$ cat src/logic/freq_counter_pkg.sv
// frequency counter shared definitions
// count and digit widths, display word types and the seven-segment encoding

package freq_counter_pkg;

	// captured edge count width
	localparam int count_width = 24;
	// digits on the display
	localparam int digit_count = 8;

	typedef logic [count_width-1:0] count_t;
	typedef logic [3:0] digit_t;
	// digit 0 sits in the least significant nibble
	typedef logic [digit_count*4-1:0] bcd_t;
	// bit order g f e d c b a dp, active high
	typedef logic [7:0] segments_t;
	// one-hot digit select, active high
	typedef logic [digit_count-1:0] anodes_t;

	// decimal point bit of a segment pattern
	localparam segments_t seg_dp = 8'h01;

	// bcd nibble to segment pattern with dp clear
	function automatic segments_t digit_to_segments(input digit_t digit);
		case (digit)
			4'd0: digit_to_segments = 8'h7e;
			4'd1: digit_to_segments = 8'h0c;
			4'd2: digit_to_segments = 8'hb6;
			4'd3: digit_to_segments = 8'h9e;
			4'd4: digit_to_segments = 8'hcc;
			4'd5: digit_to_segments = 8'hda;
			4'd6: digit_to_segments = 8'hfa;
			4'd7: digit_to_segments = 8'h0e;
			4'd8: digit_to_segments = 8'hfe;
			4'd9: digit_to_segments = 8'hde;
			// not a decimal digit so nothing lit
			default: digit_to_segments = 8'h00;
		endcase
	endfunction

endpackage

$ cat src/logic/display_scanner.sv
// seven-segment display scanner
// holds the last bcd word and lights one digit at a time
// with the decimal point on a fixed digit

`timescale 1ns/1ns

module display_scanner import freq_counter_pkg::*; #(
	// dwell per digit is 2**scan_log2 cycles
	parameter int scan_log2 = 12,
	// digit whose decimal point is lit
	parameter int dp_position = 2
) (
	input logic clock,
	input logic reset,
	input logic load,
	input bcd_t bcd,
	output segments_t segment,
	output anodes_t anode
);

	localparam int index_width = $clog2(digit_count);

	// word on show
	bcd_t held;
	// cycles spent on the current digit
	logic [scan_log2-1:0] dwell;
	// digit being lit
	logic [index_width-1:0] digit_index;
	digit_t digit;

	// hold the latest conversion
	always_ff @(posedge clock) begin
		if (reset) begin
			held <= '0;
		end else if (load) begin
			held <= bcd;
		end
	end

	// scan timing
	always_ff @(posedge clock) begin
		if (reset) begin
			dwell <= '0;
			digit_index <= '0;
		end else begin
			dwell <= dwell + 1'b1;
			// end of this dwell
			if (&dwell) begin
				if (digit_index == index_width'(digit_count - 1)) begin
					digit_index <= '0;
				end else begin
					digit_index <= digit_index + 1'b1;
				end
			end
		end
	end

	// current nibble to segments, one-hot anode
	always_comb begin
		digit = held[digit_index*4 +: 4];
		segment = digit_to_segments(digit);
		if (int'(digit_index) == dp_position) begin
			segment = segment | seg_dp;
		end
		anode = anodes_t'(1) << digit_index;
	end

endmodule

$ cat src/logic/edge_accumulator.sv
// edge accumulator
// synchronizes the measured input, counts its rising edges while the window
// is open and captures the total when the window closes

`timescale 1ns/1ns

module edge_accumulator import freq_counter_pkg::*; (
	input logic clock,
	input logic reset,
	input logic signal_in,
	input logic window,
	output count_t count,
	output logic count_valid,
	output logic overflow
);

	// two flop synchronizer then the edge detect flop
	logic sync_meta;
	logic sync_stable;
	logic sync_last;
	logic rising;

	// window level from the previous cycle
	logic window_last;
	logic window_closing;

	// running total and its sticky saturation flag
	count_t total;
	logic total_overflow;

	always_comb begin
		rising = sync_stable & ~sync_last;
		// high on the first low cycle after the window was open
		window_closing = window_last & ~window;
	end

	always_ff @(posedge clock) begin
		if (reset) begin
			sync_meta <= 1'b0;
			sync_stable <= 1'b0;
			sync_last <= 1'b0;
			window_last <= 1'b0;
		end else begin
			sync_meta <= signal_in;
			sync_stable <= sync_meta;
			sync_last <= sync_stable;
			window_last <= window;
		end
	end

	// accumulate during the open window
	always_ff @(posedge clock) begin
		if (reset) begin
			total <= '0;
			total_overflow <= 1'b0;
		end else if (count_valid) begin
			// cycle after capture clears the running total
			total <= '0;
			total_overflow <= 1'b0;
		end else if (rising && window) begin
			if (total == '1) begin
				// hold at max
				total_overflow <= 1'b1;
			end else begin
				total <= total + 1'b1;
			end
		end
	end

	// capture at the closing edge, held until the next one
	always_ff @(posedge clock) begin
		if (reset) begin
			count_valid <= 1'b0;
			overflow <= 1'b0;
		end else begin
			count_valid <= window_closing;
			if (window_closing) begin
				overflow <= total_overflow;
			end
		end
	end

	// captured value itself
	always_ff @(posedge clock) begin
		if (window_closing) begin
			count <= total;
		end
	end

endmodule

$ cat src/logic/freq_counter_top.sv
// frequency counter top level
// gate timer, edge accumulator, bcd converter and display scanner
// wired together with plain ports

`timescale 1ns/1ns

module freq_counter_top import freq_counter_pkg::*; #(
	// window length exponent, at least 6
	parameter int gate_log2 = 20,
	// display dwell exponent
	parameter int scan_log2 = 12,
	// lit decimal point digit
	parameter int dp_position = 2
) (
	input logic clock,
	input logic reset,
	input logic signal_in,
	output logic window,
	output logic count_valid,
	output logic overflow,
	output logic bcd_valid,
	output count_t count,
	output bcd_t bcd,
	output segments_t segment,
	output anodes_t anode
);

	// measurement window
	gate_timer #(
		.gate_log2(gate_log2)
	) gate_timer_inst (
		.clock(clock),
		.reset(reset),
		.window(window)
	);

	// edge count per window
	edge_accumulator edge_accumulator_inst (
		.clock(clock),
		.reset(reset),
		.signal_in(signal_in),
		.window(window),
		.count(count),
		.count_valid(count_valid),
		.overflow(overflow)
	);

	// captured count to decimal
	hex_to_bcd hex_to_bcd_inst (
		.clock(clock),
		.reset(reset),
		.start(count_valid),
		.value(count),
		.bcd(bcd),
		.done(bcd_valid)
	);

	// multiplexed display
	display_scanner #(
		.scan_log2(scan_log2),
		.dp_position(dp_position)
	) display_scanner_inst (
		.clock(clock),
		.reset(reset),
		.load(bcd_valid),
		.bcd(bcd),
		.segment(segment),
		.anode(anode)
	);

endmodule

$ cat src/logic/gate_timer.sv
// gate timer
// free-running counter whose top bit opens and closes the measurement window
// open and closed intervals are each 2**gate_log2 clock cycles

`timescale 1ns/1ns

module gate_timer #(
	// window length exponent
	// must be at least 6 so the bcd converter finishes between captures
	parameter int gate_log2 = 20
) (
	input logic clock,
	input logic reset,
	output logic window
);

	// one extra bit above the window length
	logic [gate_log2:0] gate_count;
	logic [gate_log2:0] gate_next;

	// next count value
	always_comb begin
		gate_next = gate_count + 1'b1;
	end

	always_ff @(posedge clock) begin
		if (reset) begin
			gate_count <= '0;
			window <= 1'b0;
		end else begin
			gate_count <= gate_next;
			// top bit of the next value
			// so the first open interval starts 2**gate_log2 cycles after reset
			window <= gate_next[gate_log2];
		end
	end

endmodule

$ cat src/logic/hex_to_bcd.sv
// binary to bcd converter
// iterative double dabble, one adjust and shift step per clock
// done pulses 25 cycles after start with eight bcd digits

`timescale 1ns/1ns

module hex_to_bcd import freq_counter_pkg::*; (
	input logic clock,
	input logic reset,
	input logic start,
	input count_t value,
	output bcd_t bcd,
	output logic done
);

	localparam int bcd_width = digit_count * 4;
	localparam int shift_width = bcd_width + count_width;
	localparam int step_width = $clog2(count_width + 1);

	// bcd digits above, binary value below
	logic [shift_width-1:0] shift_reg;
	logic [shift_width-1:0] adjusted;
	logic [shift_width-1:0] shifted;

	// steps still to go
	logic [step_width-1:0] steps_left;
	logic busy;

	// add three to each digit above four, then shift left one bit
	always_comb begin
		adjusted = shift_reg;
		for (int i = 0; i < digit_count; i++) begin
			if (shift_reg[count_width + i*4 +: 4] > 4'd4) begin
				adjusted[count_width + i*4 +: 4] = shift_reg[count_width + i*4 +: 4] + 4'd3;
			end
		end
		shifted = {adjusted[shift_width-2:0], 1'b0};
	end

	// step control
	always_ff @(posedge clock) begin
		if (reset) begin
			busy <= 1'b0;
			steps_left <= '0;
			done <= 1'b0;
		end else begin
			done <= 1'b0;
			if (start) begin
				busy <= 1'b1;
				steps_left <= step_width'(count_width);
			end else if (busy) begin
				steps_left <= steps_left - 1'b1;
				// last step presents the digits
				if (steps_left == 1) begin
					busy <= 1'b0;
					done <= 1'b1;
				end
			end
		end
	end

	// datapath
	always_ff @(posedge clock) begin
		if (start) begin
			shift_reg <= {{bcd_width{1'b0}}, value};
		end else if (busy) begin
			shift_reg <= shifted;
		end
	end

	// result word, loaded together with done
	always_ff @(posedge clock) begin
		if (busy && steps_left == 1) begin
			bcd <= shifted[shift_width-1:count_width];
		end
	end

endmodule

$ cat config.mk
export PLATFORM = sky130hd
export DESIGN_NAME = freq_counter_top
export DESIGN_NICKNAME = d
export VERILOG_FILES = /design/src/logic/freq_counter_pkg.sv /design/src/logic/display_scanner.sv /design/src/logic/edge_accumulator.sv /design/src/logic/freq_counter_top.sv /design/src/logic/gate_timer.sv /design/src/logic/hex_to_bcd.sv
export SDC_FILE = /design/constraint.sdc
export NUM_CORES = 1
export LEC_CHECK = 0
export ABC_AREA = 0
export BUFFER_PORTS_ARGS = -buffer_cell sky130_fd_sc_hd__buf_2
export CORE_MARGIN = 2
export CORE_UTILIZATION = 60
export CTS_CLUSTER_SIZE = 25
export DETAILED_ROUTE_END_ITERATION = 6
export PLACE_DENSITY = 0.8
export SLEW_MARGIN = 25
export SYNTH_ARGS = -nofsm -noshare
export SYNTH_HDL_FRONTEND = slang
export SYNTH_HIERARCHICAL = 1
export SYNTH_SLANG_ARGS = --single-unit
$ cat constraint.sdc
create_clock -name clock -period 3.8 [get_ports clock]
set_clock_uncertainty 0.2 [all_clocks]
set_input_delay 0.38 -clock clock [delete_from_list [all_inputs] [get_ports clock]]
set_output_delay 0.38 -clock clock [all_outputs]
set_load 0.02 [all_outputs]
==> flow_summary.json, run 1 <==
{
  "synth_simple_gate_area_share_pct": 16.5,
  "reg2reg_from": "hex_to_bcd_inst/busy$_SDFF_PP0_",
  "routedWlPerCell_um": 15.7,
  "core_area_um2": 16500,
  "fin_total_pwr_uw": 4900,
  "cts_tree": "done",
  "die_y_um": 133,
  "synth_top_family_by_area": "simple AND/OR/NAND/NOR gates",
  "holdPathStages": 2,
  "ys_seq_area_share_pct": 51.3,
  "drt-initial-drc-count": 380,
  "avgSynthCellArea_um2": 10.9,
  "grt_max_degree": 75,
  "cp_cell_sequence": "mux4_1 -> mux2i_1 -> inv_1 -> ha_1 -> inv_1 -> mux2i_1 -> o22ai_1 -> buf_2",
  "gr-usage-all-layers_pct": 21.9,
  "fp.dieArea_um2": 17800,
  "max_stage_delay_ps": 570,
  "power.internal_uw": 3840,
  "grt.met3_usage_pct": 3.35,
  "grt.met2_usage_pct": 36.0,
  "grtUsageMet1_pct": 30.7,
  "cap_violations": 0,
  "grt_busiest_layer": "met2",
  "start_util_pct": 61.1,
  "synth_compound_area_share_pct": 9.22,
  "async_flop_share_pct": 0,
  "routed_via_density": 5.73,
  "status": "finished clean",
  "route.detailed.drc": 0,
  "cts_hold_buf": 1,
  "vias": 7042,
  "clkLatencyLatePin_ps": 510,
  "synth-xor-area-share_pct": 4.27,
  "worst_pin_slew_ps": 785,
  "yosysWarnings": 6,
  "cts.path.max_buffers": 3,
  "rows": 47,
  "r2r_end": "hex_to_bcd_inst/bcd[0]$_DFFE_PP_",
  "antenna_found_initial": 0,
  "first_pass_iters": 5,
  "synth_cell_type_count": 65,
  "min_from": "reset",
  "cts_sinks": 218,
  "synth_nets": 957,
  "hp-class": "in -> reg",
  "path_buf_inv": 3,
  "min_to": "gate_timer_inst/gate_count[0]$_SDFF_PP0_",
  "finalCritPeriodShare_pct": 88.7,
  "cp-start-kind": "flip-flop",
  "relSlewSlack_pct": 47.7,
  "syn-instance-count": 921,
  "grt_overflow": 0,
  "crit_family": "multiplexers",
  "slew_violations": 0,
  "rrSetupSlack_ps": 1540,
  "final_nets": 1028,
  "cts_made_buffers": 23,
  "crit_required_ps": 3220,
  "hpwl_um": 12800,
  "cpMaxStageDelayCell": "mux4_1",
  "cts_resized": 0,
  "finalHoldViolCount": 0,
  "p_sw_uw": 1060,
  "worstPathArrival_ps": 2790,
  "synth_area_um2": 10100,
  "h-tree-depth": 1,
  "rsz0062_at_grt": "no",
  "largest_reg_flops": 56,
  "rr_worst_depth": 3,
  "area_growth_syn_to_layout_pct": 12.1,
  "place_congestion": 0.803,
  "cts-root-buf": "clkbuf_16",
  "end_kind": "primary output",
  "seq_power_share_pct": 51.6,
  "clk_pin_slew_worst_paths_ps": 60,
  "place.port_buffers": 78,
  "vdd_drop_max_v": 0.000347,
  "cts_setup_buffers": 0,
  "fin_crit_ps": 3370,
  "crit_path_max_fanout": 6,
  "synth_edf_count": 80,
  "swShare_pct": 21.6,
  "die_w_um": 133,
  "antenna_cells": 0,
  "p_clk_share_pct": 42.5,
  "ios": 79,
  "p_per_area_nw_per_um2": 435,
  "leakagePower_uw": 0.00411,
  "synth-seq-cells": 218,
  "drive_above_1_share_pct": 17.1,
  "routed_wirelength_um": 19300,
  "yosys.area_share.adder_pct": 4.10,
  "grt_pass1_wl_um": 32700,
  "first_global_vias": 6675,
  "fmax_ghz": 0.297,
  "synthMuxAreaShare_pct": 10.8,
  "totalNegativeSetupSlack_ps": 0,
  "p_comb_share_pct": 5.9,
  "antenna_left": 0,
  "path_class": "reg -> out",
  "setup_viol": 0,
  "synthFlopType": "dfxtp_1"
}
## logic make-up (layout without fill, tap and decap cells)
kind of cell | after synthesis | in the layout
XOR/XNOR | 49 | 49
buffers and inverters | 80 | 168
AND/OR/NAND/NOR | 316 | 316
flip-flops | 218 | 218
multiplexers | 90 | 90
AO/OA/AOI/OAI | 135 | 135
adder cells (fa/ha/maj) | 33 | 33
## synthesized netlist by cell type (4+ instances only)
| cell | count | share of area, % |
|---|---|---|
| and4_1 | 7 | 0.61 |
| edfxtp_1 | 80 | 24 |
| o2111ai_1 | 8 | 0.70 |
| clkbuf_1 | 21 | 0.78 |
| nor2_1 | 100 | 3.7 |
| or3_1 | 16 | 1.0 |
| dfxtp_1 | 138 | 27 |
| buf_2 | 7 | 0.35 |
| and3_1 | 4 | 0.25 |
| nor3_1 | 11 | 0.55 |
| xnor2_1 | 44 | 3.8 |
| inv_1 | 35 | 1.3 |
| o221ai_1 | 5 | 0.44 |
| o31ai_1 | 6 | 0.45 |
| o311ai_1 | 5 | 0.44 |
| buf_1 | 4 | 0.15 |
| buf_4 | 4 | 0.30 |
| nand4_1 | 13 | 0.81 |
| buf_6 | 7 | 0.78 |
| nand3_1 | 20 | 1.0 |
| nor2b_1 | 26 | 1.6 |
| nor4_1 | 9 | 0.56 |
| mux4_1 | 6 | 1.6 |
| xor2_1 | 5 | 0.44 |
| o211a_1 | 8 | 0.80 |
| mux2i_1 | 48 | 4.8 |
| o311ai_0 | 6 | 0.52 |
| a211oi_1 | 5 | 0.37 |
| mux2_2 | 32 | 3.6 |
| o21ai_1 | 7 | 0.35 |
| o21bai_1 | 7 | 0.52 |
| ha_1 | 33 | 4.1 |
| or4_1 | 21 | 1.6 |
| o211ai_1 | 8 | 0.60 |
| nand2_1 | 63 | 2.4 |
| a21oi_1 | 31 | 1.5 |
| o21ai_0 | 27 | 1.3 |
| and2_1 | 7 | 0.44 |
| o22ai_1 | 4 | 0.25 |
## metrics by stage
step	instance area, µm²	utilization (%)	hold WS (ps)	worst slack [ps]	cells
3_3_place_gp	10600	64.2	218	1030	1186
4_1_cts	11300	68.5	57.0	416	1229
5_1_grt	11300	68.5	96.8	253	1229
2_1_floorplan	10100	-	214	1020	921
6_report	11300	68.5	56.3	429	1229
3_5_place_dp	10600	64.2	248	948	1186
## power by group through the flow
| stage | logic (µW) | clock network [µW] | registers, µW |
|---|---|---|---|
| after floorplan | 235 | 0 | 2560 |
| after global placement | 281 | 0 | 2570 |
| after detailed placement | 288 | 0 | 2570 |
| after CTS | 292 | 2130 | 2530 |
| after global routing | 331 | 2220 | 2530 |
| final | 292 | 2080 | 2530 |
## worst max-delay path by stage
stage	cells past startpoint	startpoint	end
2_1_floorplan	8	display_scanner_inst/digit_index[0]$_SDFFE_PP0P_	segment[1]
3_3_place_gp	8	display_scanner_inst/digit_index[1]$_SDFFE_PP0P_	segment[1]
3_5_place_dp	8	display_scanner_inst/digit_index[1]$_SDFFE_PP0P_	segment[1]
4_1_cts	8	display_scanner_inst/digit_index[1]$_SDFFE_PP0P_	segment[1]
5_1_grt	8	display_scanner_inst/digit_index[1]$_SDFFE_PP0P_	segment[4]
6_report	8	display_scanner_inst/digit_index[1]$_SDFFE_PP0P_	segment[4]
## placed cells by master (no fill, tap or decap), types with 23 or more instances in the layout
cell type / instances
nor2b_1: 25
nand2_1: 63
inv_1: 35
dfxtp_1: 136
mux2_2: 32
nor2_1: 100
a21oi_1: 31
clkbuf_16: 23
mux2i_1: 48
buf_2: 78
o21ai_0: 27
xnor2_1: 44
ha_1: 33
edfxtp_1: 80
## per-layer routing
| metal | share of wire, % | up-vias |
|---|---|---|
| met5 | 0 | - |
| met4 | 1.5 | 0 |
| met3 | 4.9 | 26 |
| met2 | 48 | 180 |
| met1 | 46 | 3341 |
| li1 | - | 3495 |
## final cells by class
cell class / count / area, µm²
Clock buffer: 38 / 652
Clock inverter: 4 / 46.3
Fill cell: 1221 / 5190
Inverter: 36 / 135
Multi-Input combinational cell: 623 / 4520
Sequential cell: 218 / 5170
Tap cell: 220 / 275
Timing Repair Buffer: 90 / 483
## worst reg2reg max path, stage by stage, from the launching register on
cell,delay [ps]
dfxtp_1,630
buf_4,490
and2_1,210
buf_4,380
Note: power is estimated with default switching activity, not from simulation.
==> run 2, diff against run 1 <==
Settings changed: ABC_AREA 0 to 1, CORE_UTILIZATION 60 to 55, PLACE_DENSITY 0.8 to 0.74.
==> run 2 against run 1 <==
Effect of this change:
- sequential power hardly changed
- non-clock buffer count is 7 lower
- register-to-register slack better by 80 ps
- cell count is 27% higher
- synthesized cell count is 35% higher
- critical endpoint unchanged
- critical path depth is 5 higher
- flip-flop and latch count stayed put
- largest cell class unchanged
- routed wire length is 6.4% higher
- design area is 1.9% higher
- total power is 4.4% higher
- largest power group unchanged
==> flow_summary.json, run 2 <==
{
  "status": "finished clean",
  "relSlewSlack_pct": 33.9,
  "fin_util_pct": 63.5,
  "fin_total_pwr_uw": 5120,
  "synth_edf_count": 80,
  "fmax_ghz": 0.311,
  "hpwl_um": 14200,
  "grt_pass1_wl_um": 34300,
  "place_congestion": 0.901,
  "finalCritPeriodShare_pct": 84.5,
  "largest_reg_flops": 56,
  "worst_pin_slew_ps": 990,
  "slew_violations": 0,
  "area_growth_syn_to_layout_pct": 12.3,
  "gr-usage-all-layers_pct": 20.8,
  "vias": 7995,
  "grt_max_degree": 42,
  "path_buf_inv": 3,
  "max_stage_delay_ps": 590,
  "clk_pin_slew_worst_paths_ps": 60,
  "ys_seq_area_share_pct": 50.5,
  "setup_viol": 0,
  "rsz0062_at_grt": "no",
  "first_global_vias": 7435,
  "ios": 79,
  "synth_nets": 1278,
  "async_flop_share_pct": 0,
  "cts_made_buffers": 24,
  "fill_cells": 1544,
  "drt-initial-drc-count": 404,
  "cts-root-buf": "clkbuf_16",
  "die_y_um": 140,
  "routed_wirelength_um": 20500,
  "hp-class": "in -> reg",
  "min_from": "reset",
  "antenna_found_initial": 0,
  "leakagePower_uw": 0.00496,
  "p_per_area_nw_per_um2": 445,
  "drive_above_1_share_pct": 12.1,
  "cp-start-kind": "flip-flop",
  "cpMaxStageDelayCell": "dfxtp_2",
  "cts_tree": "done",
  "crit_required_ps": 3220,
  "h-tree-depth": 1,
  "fin_crit_ps": 3210,
  "start_util_pct": 56.6,
  "synth_area_um2": 10200,
  "end_kind": "primary output",
  "startpoint": "display_scanner_inst/digit_index[0]$_SDFFE_PP0P_",
  "routed_via_density": 5.12,
  "yosysWarnings": 6,
  "cts.path.max_buffers": 3,
  "routedWlPerCell_um": 13.1,
  "syn-instance-count": 1242,
  "synth_top_area_share_pct": 27.0,
  "final_nets": 1351,
  "worstPathArrival_ps": 2630,
  "crit_path_max_fanout": 24,
  "totalNegativeSetupSlack_ps": 0,
  "vdd_drop_max_v": 0.000346,
  "grt_overflow": 0,
  "cts_sinks": 218,
  "first_pass_iters": 5,
  "antenna_cells": 0,
  "crit_family": "simple AND/OR/NAND/NOR gates",
  "path_class": "reg -> out",
  "synthFlopType": "dfxtp_1",
  "die_w_um": 140,
  "synthTopCellsByCount": "346 x nand2_1, 138 x dfxtp_1, 136 x inv_1",
  "avgSynthCellArea_um2": 8.24,
  "antenna_left": 0,
  "clkLatencyLatePin_ps": 500,
  "finalHoldViolCount": 0,
  "crit_top_cell": "nand2_1",
  "yosys.area.top_type": "dfxtp_1",
  "route.detailed.drc": 0,
  "reg2reg_from": "edge_accumulator_inst/count_valid$_SDFF_PP0_",
  "rows": 49,
  "synth-seq-cells": 218,
  "cp_cell_sequence": "inv_2 -> nand2_1 -> nand3_1 -> nand2_1 -> nand2_1 -> nand2_1 -> inv_1 -> ha_1 -> nand3_1 -> nand2_1 -> nand2_1 -> nand2_1 -> buf_2",
  "place.port_buffers": 78,
  "cts_setup_buffers": 0,
  "yosysMostFrequentCell": "nand2_1",
  "cap_violations": 0,
  "synth_cell_type_count": 41,
  "synth_area_leaders": "dfxtp_1 27%, edfxtp_1 23%, nand2_1 13%",
  "fp.dieArea_um2": 19700,
  "core_area_um2": 18100,
  "layout_common_cells": "346 x nand2_1, 137 x dfxtp_1, 135 x inv_1",
  "final_common_cell": "nand2_1"
}
[run 2: cell type report]
type                       count  area, µm²  area share, %
clock buffer                  35        663           5.77
clock inverter                 9        115           1.00
inverter                     143        537           4.67
multi-input combinational    845       4290           37.4
sequential                   218       5170           45.0
tap                          229        287           2.49
timing repair buffer          83        430           3.75
[run 2: logic make-up (layout without fill, tap and decap cells)]
family	after synthesis	in the layout	synth area share (%)
fa+ha+maj	33	33	4.04
xor+xnor	11	11	0.942
flops	218	218	50.5
simple gates	640	640	28.3
buf+inv	179	270	7.56
compound gates	161	161	8.62
[run 2: per-stage QoR]
stage               worst slack [ps]  cell area (µm²)  cells  hold slack, ps
detailed placement               835            10700   1517             201
global placement                 901            10700   1517             190
global route                     317            11500   1562             156
CTS                              288            11500   1562             136
floorplan                       1160            10200   1242             188
finish                           588            11500   1562             149
[run 2: what timing repair did]
| item | in CTS | in global routing |
|---|---|---|
| hold buffers | 1 | 0 |
| setup endpoints to repair | 0 | 1 |
| hold endpoints to repair | 1 | 0 |
| gates resized for setup | 0 | 1 |
[run 2: final timing paths]
| check | cells after the start | endpoint | slack (ps) |
|---|---|---|---|
| worst max-delay path | 13 | segment[4] | 590 |
| worst min-delay path | 2 | edge_accumulator_inst/count_valid$_SDFF_PP0_ | 150 |
| worst max register to register | 3 | hex_to_bcd_inst/shift_reg[14]$_DFFE_PP_ | 1620 |
| worst min register to register | 2 | edge_accumulator_inst/sync_stable$_SDFF_PP0_ | 210 |
[run 2: power by group]
group | total (µW) | switching (µW) | internal (µW)
Sequential | 2510 | 38.7 | 2470
Clock | 2280 | 871 | 1410
Combinational | 325 | 196 | 129
[run 2: layer usage]
layer  global-route usage, %  share of wire, %
met1                    27.7                47
met2                    34.6                46
met3                    3.45               5.0
met4                    7.02               2.5
met5                       0                 0
